[config.mk]
export PLATFORM = sky130hd
export DESIGN_NAME = buzzerPlayer
export DESIGN_NICKNAME = d
export VERILOG_FILES = /design/src/verilog/timingPkg.sv /design/src/verilog/musicPkg.sv /design/src/verilog/noteQueue.sv /design/src/verilog/pitchDecoder.sv /design/src/verilog/scoreInterpreter.sv /design/src/verilog/toneGenerator.sv /design/src/verilog/buzzerPlayer.sv
export SDC_FILE = /design/constraint.sdc
export NUM_CORES = 1
export LEC_CHECK = 0
export BUFFER_PORTS_ARGS = -buffer_cell sky130_fd_sc_hd__buf_2
export CORE_MARGIN = 2
export CORE_UTILIZATION = 64
export CTS_BUF_LIST = sky130_fd_sc_hd__clkbuf_8
export CTS_CLUSTER_SIZE = 30
export DETAILED_ROUTE_END_ITERATION = 10
export GPL_ROUTABILITY_DRIVEN = 0
export PLACE_DENSITY_LB_ADDON = 0.12
export SYNTH_ARGS = -nofsm -noshare
export SYNTH_HDL_FRONTEND = slang
export SYNTH_SLANG_ARGS = --single-unit
[constraint.sdc]
create_clock -name iClk -period 5.79 [get_ports iClk]
set_input_delay 1.158 -clock iClk [delete_from_list [all_inputs] [get_ports iClk]]
set_output_delay 1.158 -clock iClk [all_outputs]
set_load 0.01 [all_outputs]
[src/verilog/timingPkg.sv]
package timingPkg;

    // Clock cycles per microsecond
    // Kept small so simulation stays short
    localparam int clkPerUs = 2;

    // Width of the microsecond divider
    localparam int usDivWidth = (clkPerUs > 1) ? $clog2(clkPerUs) : 1;

    // Beat length until the first tempo command
    localparam int defaultTempoUs = 500;

    // Beat length in microseconds
    typedef logic [15:0] tempoUsT;

    // Microsecond position inside one beat
    typedef logic [15:0] usCountT;

endpackage

[src/verilog/musicPkg.sv]
package musicPkg;

    localparam int queueDepth    = 4;                    // Score words held by the player
    localparam int creditWidth   = 3;                    // Holds 0 to queueDepth
    localparam int queuePtrWidth = $clog2(queueDepth);

    // Playable pitch codes, C#3 up to B7
    localparam int minPitchCode = 1;
    localparam int maxPitchCode = 59;

    typedef logic [7:0]  pitchCodeT;
    typedef logic [12:0] periodUsT;                      // 0 plays silence
    typedef logic [7:0]  beatCountT;

    typedef enum logic {
        NOTE    = 1'b0,
        COMMAND = 1'b1
    } scoreKindE;

    typedef enum logic [6:0] {
        SET_TEMPO = 7'd1                                 // Other opcodes are ignored
    } commandOpE;

    typedef struct packed {
        scoreKindE kind;
        logic [6:0] spare;
        pitchCodeT pitchCode;
        beatCountT beats;
    } noteWordT;

    typedef struct packed {
        scoreKindE kind;
        commandOpE opcode;
        timingPkg::tempoUsT argument;
    } commandWordT;

    // The top bit of a 24-bit score word says which view applies
    typedef union packed {
        noteWordT note;
        commandWordT command;
    } scoreWordT;

    // Note handed to the tone generator
    typedef struct packed {
        periodUsT periodUs;
        beatCountT beats;
        timingPkg::tempoUsT tempoUs;
    } noteEventT;

endpackage

[src/verilog/noteQueue.sv]
`timescale 1ns/100ps

module noteQueue (
    input  logic                iClk,
    input  logic                rstN,
    input  logic                scoreValid,
    input  musicPkg::scoreWordT scoreWord,
    input  logic                qPop,
    output logic                qValid,
    output musicPkg::scoreWordT qWord,
    output logic                scoreCredit
);
    import musicPkg::*;

    scoreWordT                entries [queueDepth];
    logic [queuePtrWidth-1:0] rdPtr;
    logic [queuePtrWidth-1:0] wrPtr;
    logic [creditWidth-1:0]   count;
    logic                     popOk;

    assign qValid = (count != '0);
    assign qWord  = entries[rdPtr];                      // Head word
    assign popOk  = qPop && qValid;

    // The credit rule keeps the host from overfilling the storage
    always_ff @(posedge iClk) begin
        if (scoreValid) begin
            entries[wrPtr] <= scoreWord;
        end
    end

    always_ff @(posedge iClk or negedge rstN) begin
        if (!rstN) begin
            rdPtr       <= '0;
            wrPtr       <= '0;
            count       <= '0;
            scoreCredit <= 1'b0;
        end else begin
            if (scoreValid) begin
                wrPtr <= wrPtr + 1'b1;                   // Wraps at queueDepth
            end
            if (popOk) begin
                rdPtr <= rdPtr + 1'b1;
            end
            case ({scoreValid, popOk})
                2'b10: begin
                    count <= count + 1'b1;
                end
                2'b01: begin
                    count <= count - 1'b1;
                end
                default: begin
                    count <= count;                      // Both or neither
                end
            endcase
            scoreCredit <= popOk;                        // One credit back per word
        end
    end

endmodule

[src/verilog/pitchDecoder.sv]
`timescale 1ns/100ps

module pitchDecoder (
    input  logic                iClk,
    input  logic                rstN,
    input  musicPkg::pitchCodeT pitchCode,
    output musicPkg::periodUsT  periodUs
);
    import musicPkg::*;

    // One million over the equal-tempered frequency gives the period in microseconds
    localparam periodUsT periodTable [minPitchCode:maxPitchCode] = '{
        periodUsT'(1_000_000 / 138),                     // C#3
        periodUsT'(1_000_000 / 146),                     // D3
        periodUsT'(1_000_000 / 155),
        periodUsT'(1_000_000 / 164),                     // E3
        periodUsT'(1_000_000 / 174),
        periodUsT'(1_000_000 / 185),
        periodUsT'(1_000_000 / 196),                     // G3
        periodUsT'(1_000_000 / 207),
        periodUsT'(1_000_000 / 220),                     // A3
        periodUsT'(1_000_000 / 233),
        periodUsT'(1_000_000 / 246),                     // B3
        periodUsT'(1_000_000 / 261),                     // C4
        periodUsT'(1_000_000 / 277),
        periodUsT'(1_000_000 / 293),
        periodUsT'(1_000_000 / 311),
        periodUsT'(1_000_000 / 329),
        periodUsT'(1_000_000 / 349),
        periodUsT'(1_000_000 / 370),
        periodUsT'(1_000_000 / 392),
        periodUsT'(1_000_000 / 415),
        periodUsT'(1_000_000 / 440),                     // A4 reference pitch
        periodUsT'(1_000_000 / 466),
        periodUsT'(1_000_000 / 494),
        periodUsT'(1_000_000 / 523),                     // C5
        periodUsT'(1_000_000 / 554),
        periodUsT'(1_000_000 / 587),
        periodUsT'(1_000_000 / 622),
        periodUsT'(1_000_000 / 659),
        periodUsT'(1_000_000 / 698),
        periodUsT'(1_000_000 / 740),
        periodUsT'(1_000_000 / 784),
        periodUsT'(1_000_000 / 831),
        periodUsT'(1_000_000 / 880),                     // A5
        periodUsT'(1_000_000 / 932),
        periodUsT'(1_000_000 / 988),
        periodUsT'(1_000_000 / 1047),                    // C6
        periodUsT'(1_000_000 / 1109),
        periodUsT'(1_000_000 / 1175),
        periodUsT'(1_000_000 / 1245),
        periodUsT'(1_000_000 / 1319),
        periodUsT'(1_000_000 / 1397),
        periodUsT'(1_000_000 / 1480),
        periodUsT'(1_000_000 / 1568),
        periodUsT'(1_000_000 / 1661),
        periodUsT'(1_000_000 / 1760),                    // A6
        periodUsT'(1_000_000 / 1865),
        periodUsT'(1_000_000 / 1976),
        periodUsT'(1_000_000 / 2093),                    // C7
        periodUsT'(1_000_000 / 2217),
        periodUsT'(1_000_000 / 2349),
        periodUsT'(1_000_000 / 2489),
        periodUsT'(1_000_000 / 2637),
        periodUsT'(1_000_000 / 2794),
        periodUsT'(1_000_000 / 2960),
        periodUsT'(1_000_000 / 3136),
        periodUsT'(1_000_000 / 3322),
        periodUsT'(1_000_000 / 3520),                    // A7
        periodUsT'(1_000_000 / 3729),
        periodUsT'(1_000_000 / 3951)                     // B7
    };

    logic inRange;

    assign inRange = (pitchCode >= minPitchCode) && (pitchCode <= maxPitchCode);

    // Result one cycle after the code
    always_ff @(posedge iClk or negedge rstN) begin
        if (!rstN) begin
            periodUs <= '0;
        end else if (inRange) begin
            periodUs <= periodTable[pitchCode];
        end else begin
            periodUs <= '0;                              // Rest, stop and undefined codes
        end
    end

endmodule

[src/verilog/scoreInterpreter.sv]
`timescale 1ns/100ps

module scoreInterpreter (
    input  logic                iClk,
    input  logic                rstN,
    input  logic                qValid,
    input  musicPkg::scoreWordT qWord,
    output logic                qPop,
    output musicPkg::pitchCodeT pitchCode,
    input  musicPkg::periodUsT  periodUs,
    output logic                evValid,
    output musicPkg::noteEventT noteEvent,
    input  logic                evReady
);
    import musicPkg::*;
    import timingPkg::*;

    typedef enum logic [1:0] {
        IDLE,
        DECODE,                                          // Waiting on the pitch table
        OFFER
    } stateE;

    stateE   state;
    tempoUsT tempoUs;
    logic    isNote;
    logic    isTempo;
    logic    takeNote;

    assign isNote  = (qWord.note.kind == NOTE);
    assign isTempo = (qWord.command.kind == COMMAND) &&
                     (qWord.command.opcode == SET_TEMPO) &&
                     (qWord.command.argument != '0);      // Zero tempo is ignored

    assign qPop      = (state == IDLE) && qValid;
    assign takeNote  = qPop && isNote;
    assign pitchCode = qWord.note.pitchCode;             // Decoder sees the head directly
    assign evValid   = (state == OFFER);

    always_ff @(posedge iClk or negedge rstN) begin
        if (!rstN) begin
            state   <= IDLE;
            tempoUs <= tempoUsT'(defaultTempoUs);
        end else begin
            case (state)
                IDLE: begin
                    if (takeNote) begin
                        state <= DECODE;
                    end else if (qPop && isTempo) begin
                        tempoUs <= qWord.command.argument;
                    end
                end
                DECODE: begin
                    state <= OFFER;
                end
                OFFER: begin
                    if (evReady) begin
                        state <= IDLE;
                    end
                end
                default: begin
                    state <= IDLE;
                end
            endcase
        end
    end

    // Beats and tempo are taken at pop time
    always_ff @(posedge iClk) begin
        if (takeNote) begin
            noteEvent.beats   <= qWord.note.beats;
            noteEvent.tempoUs <= tempoUs;
        end
        if (state == DECODE) begin
            noteEvent.periodUs <= periodUs;
        end
    end

endmodule

[src/verilog/toneGenerator.sv]
`timescale 1ns/100ps

module toneGenerator (
    input  logic                iClk,
    input  logic                rstN,
    input  logic                evValid,
    input  musicPkg::noteEventT noteEvent,
    output logic                evReady,
    output logic                buzzer,
    output logic                toneActive,
    output musicPkg::periodUsT  currentPeriod
);
    import musicPkg::*;
    import timingPkg::*;

    logic [usDivWidth-1:0]       usDiv;
    logic                        usTick;
    usCountT                     usCount;
    beatCountT                   beatsLeft;
    logic [$bits(periodUsT)-2:0] halfCount;
    logic [$bits(periodUsT)-2:0] halfUs;
    tempoUsT                     noteTempo;
    logic                        accept;
    logic                        beatDone;
    logic                        noteDone;

    assign evReady  = !toneActive;
    assign accept   = evValid && evReady;
    assign usTick   = toneActive && (usDiv == usDivWidth'(clkPerUs - 1));
    assign beatDone = usTick && (usCount == usCountT'(noteTempo - 1'b1));
    assign noteDone = beatDone && (beatsLeft == beatCountT'(1));
    assign halfUs   = currentPeriod[$bits(periodUsT)-1:1];   // Half period rounded down

    always_ff @(posedge iClk) begin
        if (accept) begin
            noteTempo <= noteEvent.tempoUs;
        end
    end

    always_ff @(posedge iClk or negedge rstN) begin
        if (!rstN) begin
            toneActive    <= 1'b0;
            buzzer        <= 1'b0;
            currentPeriod <= '0;
            usDiv         <= '0;
            usCount       <= '0;
            beatsLeft     <= '0;
            halfCount     <= '0;
        end else if (accept) begin
            usDiv     <= '0;
            usCount   <= '0;
            halfCount <= '0;
            beatsLeft <= noteEvent.beats;
            if (noteEvent.beats != '0) begin                 // Zero beats plays nothing
                toneActive    <= 1'b1;
                currentPeriod <= noteEvent.periodUs;
                buzzer        <= (noteEvent.periodUs[$bits(periodUsT)-1:1] != '0);
            end
        end else if (toneActive) begin
            usDiv <= usTick ? '0 : usDiv + 1'b1;
            if (usTick) begin
                usCount <= beatDone ? '0 : usCount + 1'b1;
                if (halfUs != '0) begin                      // Silence never toggles
                    if (halfCount == halfUs - 1'b1) begin
                        halfCount <= '0;
                        buzzer    <= !buzzer;
                    end else begin
                        halfCount <= halfCount + 1'b1;
                    end
                end
                if (beatDone) begin
                    beatsLeft <= beatsLeft - 1'b1;
                end
                if (noteDone) begin                          // Overrides the toggle
                    toneActive    <= 1'b0;
                    buzzer        <= 1'b0;
                    currentPeriod <= '0;
                end
            end
        end
    end

endmodule

[src/verilog/buzzerPlayer.sv]
`timescale 1ns/100ps

module buzzerPlayer (
    input  logic                iClk,
    input  logic                rstN,
    input  logic                scoreValid,
    input  musicPkg::scoreWordT scoreWord,
    output logic                scoreCredit,
    output logic                buzzer,
    output logic                toneActive,
    output musicPkg::periodUsT  currentPeriod
);
    import musicPkg::*;

    logic      qValid;
    scoreWordT qWord;
    logic      qPop;
    pitchCodeT pitchCode;
    periodUsT  periodUs;
    logic      evValid;
    noteEventT noteEvent;
    logic      evReady;

    noteQueue uNoteQueue (
        .iClk        (iClk),
        .rstN        (rstN),
        .scoreValid  (scoreValid),
        .scoreWord   (scoreWord),
        .qPop        (qPop),
        .qValid      (qValid),
        .qWord       (qWord),
        .scoreCredit (scoreCredit)
    );

    scoreInterpreter uScoreInterpreter (
        .iClk      (iClk),
        .rstN      (rstN),
        .qValid    (qValid),
        .qWord     (qWord),
        .qPop      (qPop),
        .pitchCode (pitchCode),
        .periodUs  (periodUs),
        .evValid   (evValid),
        .noteEvent (noteEvent),
        .evReady   (evReady)
    );

    pitchDecoder uPitchDecoder (
        .iClk      (iClk),
        .rstN      (rstN),
        .pitchCode (pitchCode),
        .periodUs  (periodUs)
    );

    toneGenerator uToneGenerator (
        .iClk          (iClk),
        .rstN          (rstN),
        .evValid       (evValid),
        .noteEvent     (noteEvent),
        .evReady       (evReady),
        .buzzer        (buzzer),
        .toneActive    (toneActive),
        .currentPeriod (currentPeriod)
    );

endmodule

**Word level (Yosys, flattened, before mapping)**

Memories as Yosys holds them, arrays and structs flattened.
Cells that the tools add are included.

- $add $sub $neg: 10
- $lt $le $gt $ge: 3
- Equal/unequal tests: 11
- Muxes and demuxes: 42
- Bitwise gates (word level): 3
- Reduce and logical (&&, ||, !) cells: 34

Operators by type and width:

| kind | number |
|---|---|
| $mux 13 | 8 |
| $mux 16 | 4 |
| $mux 12 | 5 |
| $mux 8 | 4 |
| $reduce_bool 12->1 | 2 |
| $mux 1 | 17 |
| $add 16x1->16 const B | 1 |
| $eq 16x16->1 | 1 |
| $reduce_bool 16->1 | 1 |
| $sub 16x1->16 const B | 1 |
| $add 12x1->12 const B | 1 |
| $eq 12x12->1 | 1 |
| $reduce_bool 2->1 | 6 |
| $sub 12x1->12 const B | 1 |
| $logic_and 1x1->1 | 11 |
| $ge 9x7->1 const B | 1 |
| $not 8->9 | 1 |
| $reduce_and 3->1 | 3 |
| $reduce_bool 3->1 | 3 |
| $eq 8x1->1 const B | 1 |
| $ge 8x1->1 const B | 1 |
| $le 8x6->1 const B | 1 |
| $reduce_bool 8->1 | 1 |
| $sub 8x1->8 const B | 1 |
| 18 further kinds | 26 |

- Register bits: 144
- Memory bits (writable): 96
- Bits in read-only memories: 832
- Input port bits: 27
- Output and inout port bits: 16
- Word-level logic and storage cells: 123
- Memories: 2

Memories:

| memory | depth | width | read ports | clocked after memory_dff | write ports | line | source |
|---|---|---|---|---|---|---|---|
| (no name shown) | 64 | 13 | 1 | 0 | 0 | pitchDecoder.sv:83 | `periodUs <= periodTable[pitchCode];` |
| uNoteQueue.entries | 4 | 24 | 1 | 0 | 1 | noteQueue.sv:15 | `scoreWordT entries [queueDepth];` |

**Depth between registers and ports, before layout**

- Depth after elaboration: 8
- Gate-level depth with buffers: 14
- Depth with buffers taken out: 10

**Modules after synthesis**

Synthesis repeated with hierarchy kept, for this count alone.

- Cells, all modules: 890
- Area, all modules: 11690.0 um^2

Modules (own cells, without submodules):

| module | instances | cells each | area each (um^2) | sequential area each (um^2) |
|---|---|---|---|---|
| toneGenerator | 1 | 433 | 4139.0 | 1781.7 |
| noteQueue | 1 | 163 | 3936.3 | 3083.0 |
| scoreInterpreter | 1 | 95 | 2013.2 | 1569.0 |
| pitchDecoder | 1 | 199 | 1601.5 | 325.3 |

**Least setup slack after synthesis**

Ideal clock, no wire load.

- Path type: register to register
- Start: register uNoteQueue.rdPtr[0]
- End: register uScoreInterpreter.noteEvent[0] (netlist name)
- Setup time: 0.466 ns
- Arrival time: 3.743 ns
- Data required time: 5.324 ns
- Setup slack: 1.581 ns
- Cell stages (with the launch flop): 5
- Path buffers: 2
- Clock period less this slack: 4.209 ns
- Cell sequence: dfrtp_1 > buf_2 > buf_2 > mux4_2 > nor4_1

- Longest elaborated chain between the ends: 3

RTL lines:

| what | line | source |
|---|---|---|
| from (decl) | noteQueue.sv:16 | `logic [queuePtrWidth-1:0] rdPtr;` |
| from (signal assigned) | noteQueue.sv:43 | `rdPtr <= rdPtr + 1'b1;` |
| $mem_v2 4x24 | - |  |
| $not 1->1 | scoreInterpreter.sv:30 | `assign isNote = (qWord.note.kind == NOTE);` |
| $logic_and 1x1->1 | scoreInterpreter.sv:36 | `assign takeNote = qPop && isNote;` |
| via uScoreInterpreter.takeNote | scoreInterpreter.sv:28 | `logic takeNote;` |

The timed path passes the listed nets, and every way through them passes these cells.
A chain may end at the register's enable or synchronous reset.

**Worst setup path in the final report**

- Start: register uNoteQueue.rdPtr[1]
- End: register uScoreInterpreter.tempoUs[0]

- Longest elaborated chain between the ends: 6
- Elaborated cells between the ends (all ways): 10
- Classes of those cells: 1 x eq/ne; 2 x bitwise; 6 x reduce/logical; 1 x memory

RTL lines:

| what | line | source |
|---|---|---|
| $mem_v2 4x24 * | - |  |
| $eq 7x1->1 | scoreInterpreter.sv:32 | `(qWord.command.opcode == SET_TEMPO) &&` |
| $logic_and 1x1->1 | scoreInterpreter.sv:31 | `assign isTempo = (qWord.command.kind == COMMAND) &&` |
| $logic_and 1x1->1 | scoreInterpreter.sv:32 |  |
| $logic_and 1x1->1 | scoreInterpreter.sv:49 | `end else if (qPop && isTempo) begin` |
| $reduce_and 3->1 (no line) | - |  |
| to (signal assigned) | scoreInterpreter.sv:43 | `tempoUs <= tempoUsT'(defaultTempoUs);` |
| to (signal assigned) | scoreInterpreter.sv:50 | `tempoUs <= qWord.command.argument;` |
| to (decl) | scoreInterpreter.sv:25 | `tempoUsT tempoUs;` |

Mark *: on every way between the ends. The rest lies on a longest branch, timed or not.

==> impl_results.md <==
* Status: complete, no violations
* RSZ-0062 raised after global routing: false
* Grt total ovfl at 0
* Post-CTS Setup Bufs at 0
* Yosys reg bits at 240
* Die ar. at 18500 sq um
* Placed Area at 11500 sq um
* Maxcap violations at 0
* Worst EP arrival at 4.42 ns
* Post-CTS sizing at 0
* Synth Area in Adders at 2.31%
* IO buf count at 42
* Slew margin rel. at 15.7%
* Worst Hold Class: flop to flop
* Area growth syn-to-layout at 10.5%
* Chip width at 136 um
* Synth top area cells: edfxtp_1 (40%), dfrtp_1 (19%), xnor2_1 (3.1%)
* Crit end category: flop
* Die height at 136 um
* CP Class: flop to flop
* Fmax at 251 MHz
* Vias in the first global route at 7564
* Initial antenna violation count at 0
* Synth unique cells at 79
* VDD IR max at 0.000391 V
* Largest net degree at the start of global routing at 92
* CP required at 6.22 ns
* Via count at 7501
* CTS tree: done
* Pwr dens at 547 nW/um^2
* Diode count at 0
* Synthesized net count at 948
* Share of cells above drive strength 1 at 17.2%
* First-pass GRT wire length at 36.9 mm
* Clk root buf: clkbuf_8
* Area leader, netlist: edfxtp_1
* Floorplan core area at 17200 sq um
* Max-slew violations at 0
* Fin Hold WS at 0.417 ns
* Average cell area after synthesis at 12.4 sq um
* Initial core utilization at 65.0%
* DRC Markers at 0
* Ys flop type: edfxtp_1
* Sequential fraction of the synthesis area at 60.5%
* Hold Path Cell Cnt at 0
* Num CTS Buffers at 39
* CTS clk-pin slew, worst paths at 0.06 ns
* Detail Route Antenna Nets at 0
* Worst-margin pin slew at 1.26 ns
* YS warnings at 0
* Syn Inst Count at 901
* Simple-gate area share of the yosys netlist at 13.6%
* Design area at 12300 sq um
* Htree depth at 2
* TNS Setup at 0 ns
* XOR/XNOR share of the synthesized area at 4.70%
* Post-Synthesis Cell Area at 11200 sq um
* Post-synthesis mux area share at 6.26%
* CTS sink cnt at 240
* Worst-case clock buffer depth at 3
* First DRT Iteration DRCs at 1063
* Leakage at 0.00468 uW
* Detailed Place HPWL at 15.2 mm
* Aggregate global-route resource usage at 25.1%
* Nets at 995
* Tcrit/Tclk final at 68.9%
* Worst Path Max Fanout at 24
* Reg2Reg Depth at 7
* Post-synth EDFFs at 149
* Most frequent cells in the layout: edfxtp_1 (149), dfrtp_1 (85), nor2_1 (77), nand2_1 (63), clkbuf_8 (42)
* Clock skew at 0.0147 ns
* Commonest non-fill, non-tap cell in the layout: edfxtp_1
* Hold-fix buffer count after cts at 0
* Synth Area in Compound Gates at 9.98%
* Worst-Skew Late Latency at 0.56 ns
* # rows at 48
* CP Launch Type: flop
* Largest family of logic cells by synthesized area: simple AND/OR/NAND/NOR gates
* Drt first pass iters at 6
* Via density at 6.23
* Setup violations, final at 0
* Synth top area share at 40.1%
* Final Critical Period at 3.99 ns
* WL final at 22.3 mm
* Final Hold Fails at 0
* Async SR Flop Fraction at 37.9%
* I/O Pins at 43
* Detail-routed net length per standard cell at 18.5 um
==> layer usage <==
layer | part of all wire [%] | GRT usage (%) | vias up
met2 | 49 | 42.1 | 356
li1 | - | - | 3485
met3 | 7.0 | 5.15 | 82
met4 | 3.2 | 10.2 | 0
met5 | 0 | 0 | -
met1 | 41 | 32.1 | 3578
==> power breakdown <==
| group | internal, uW | total [uW] | switching, uW | leakage [uW] |
|---|---|---|---|---|
| sequential | 2420 | 2810 | 391 | 0.00252 |
| combinational | 939 | 2450 | 1510 | 0.00169 |
| clock | 820 | 1490 | 672 | 0.000463 |
==> layout make-up <==
cell class | count | area (sq um)
Sequential cell | 240 | 6760
Fill cell | 1203 | 4830
Multi-Input combinational cell | 591 | 4140
Clock buffer | 42 | 578
Tap cell | 225 | 282
Timing Repair Buffer | 47 | 250
Clock inverter | 30 | 230
Inverter | 29 | 109
==> final timing paths <==
check                                     startpoint                               to  slack [ns]
hold / removal             uPitchDecoder.periodUs[1]  uScoreInterpreter.noteEvent[25]        0.42
hold reg to reg            uPitchDecoder.periodUs[1]  uScoreInterpreter.noteEvent[25]        0.42
setup reg to reg                 uNoteQueue.rdPtr[1]     uScoreInterpreter.tempoUs[0]        1.80
max in group asynchronous                       rstN              uNoteQueue.rdPtr[1]        4.24
setup / recovery                 uNoteQueue.rdPtr[1]     uScoreInterpreter.tempoUs[0]        1.80
min in group asynchronous                       rstN      uToneGenerator.halfCount[8]        0.83
==> worst max-delay path, stage by stage (launching register included) <==
cell,delay [ns]
dfrtp_1,1.09
mux2_2,0.33
o21a_1,0.56
nor2_1,0.26
nand3_1,0.19
nor2_1,0.07
nor2_1,0.94
mux2_2,0.43
==> registers in the layout, indices dropped and copies added, names as in the netlist <==
name	flops
uNoteQueue.entries	96
uScoreInterpreter.noteEvent	37
uScoreInterpreter.tempoUs	16
uToneGenerator.noteTempo	16
uToneGenerator.usCount	16
uPitchDecoder.periodUs	13
uToneGenerator.currentPeriod	13
uToneGenerator.halfCount	12
uToneGenerator.beatsLeft	8
uNoteQueue.count	3
uNoteQueue.rdPtr	2
uNoteQueue.wrPtr	2
uScoreInterpreter.state	2
uNoteQueue.scoreCredit	1
uToneGenerator.buzzer	1
uToneGenerator.toneActive	1
uToneGenerator.usDiv	1
==> through the flow <==
| stage | utilization, % | std cells | power [uW] | setup slack (ns) |
|---|---|---|---|---|
| global placement | 67.2 | 1132 | 5100 | 2.07 |
| CTS | 71.9 | 1204 | 6720 | 1.80 |
| finish | 71.9 | 1204 | 6750 | 1.80 |
| floorplan | - | 901 | 4540 | 1.58 |
| detailed placement | 67.2 | 1132 | 5220 | 1.81 |
| global route | 71.9 | 1204 | 7150 | 1.45 |
==> logic make-up (layout without fill, tap and decap cells) <==
group | after synthesis | in the layout
compound gates | 164 | 164
xor+xnor | 60 | 60
fa+ha+maj | 20 | 20
buf+inv | 70 | 148
flops | 240 | 240
mux | 51 | 51
simple gates | 296 | 296
==> cells in the mapped netlist (5+ instances only) <==
master / number
o21a_1: 5
nor3_1: 37
buf_2: 9
o21ai_1: 7
nand3b_1: 5
edfxtp_1: 149
nand3_1: 26
o21ai_0: 39
a22o_1: 13
nand4_1: 14
mux2_2: 21
dfrtp_1: 85
nand2_1: 63
or3_1: 5
o211ai_1: 8
clkbuf_1: 30
dfstp_2: 6
inv_1: 28
mux2i_1: 17
nor2_1: 77
a21oi_1: 31
and3_1: 6
nor4_1: 22
xor2_1: 20
xnor2_1: 40
ha_1: 19
and2_1: 7
mux4_2: 13
o22ai_1: 5
Note: power is estimated with default switching activity, not from simulation.
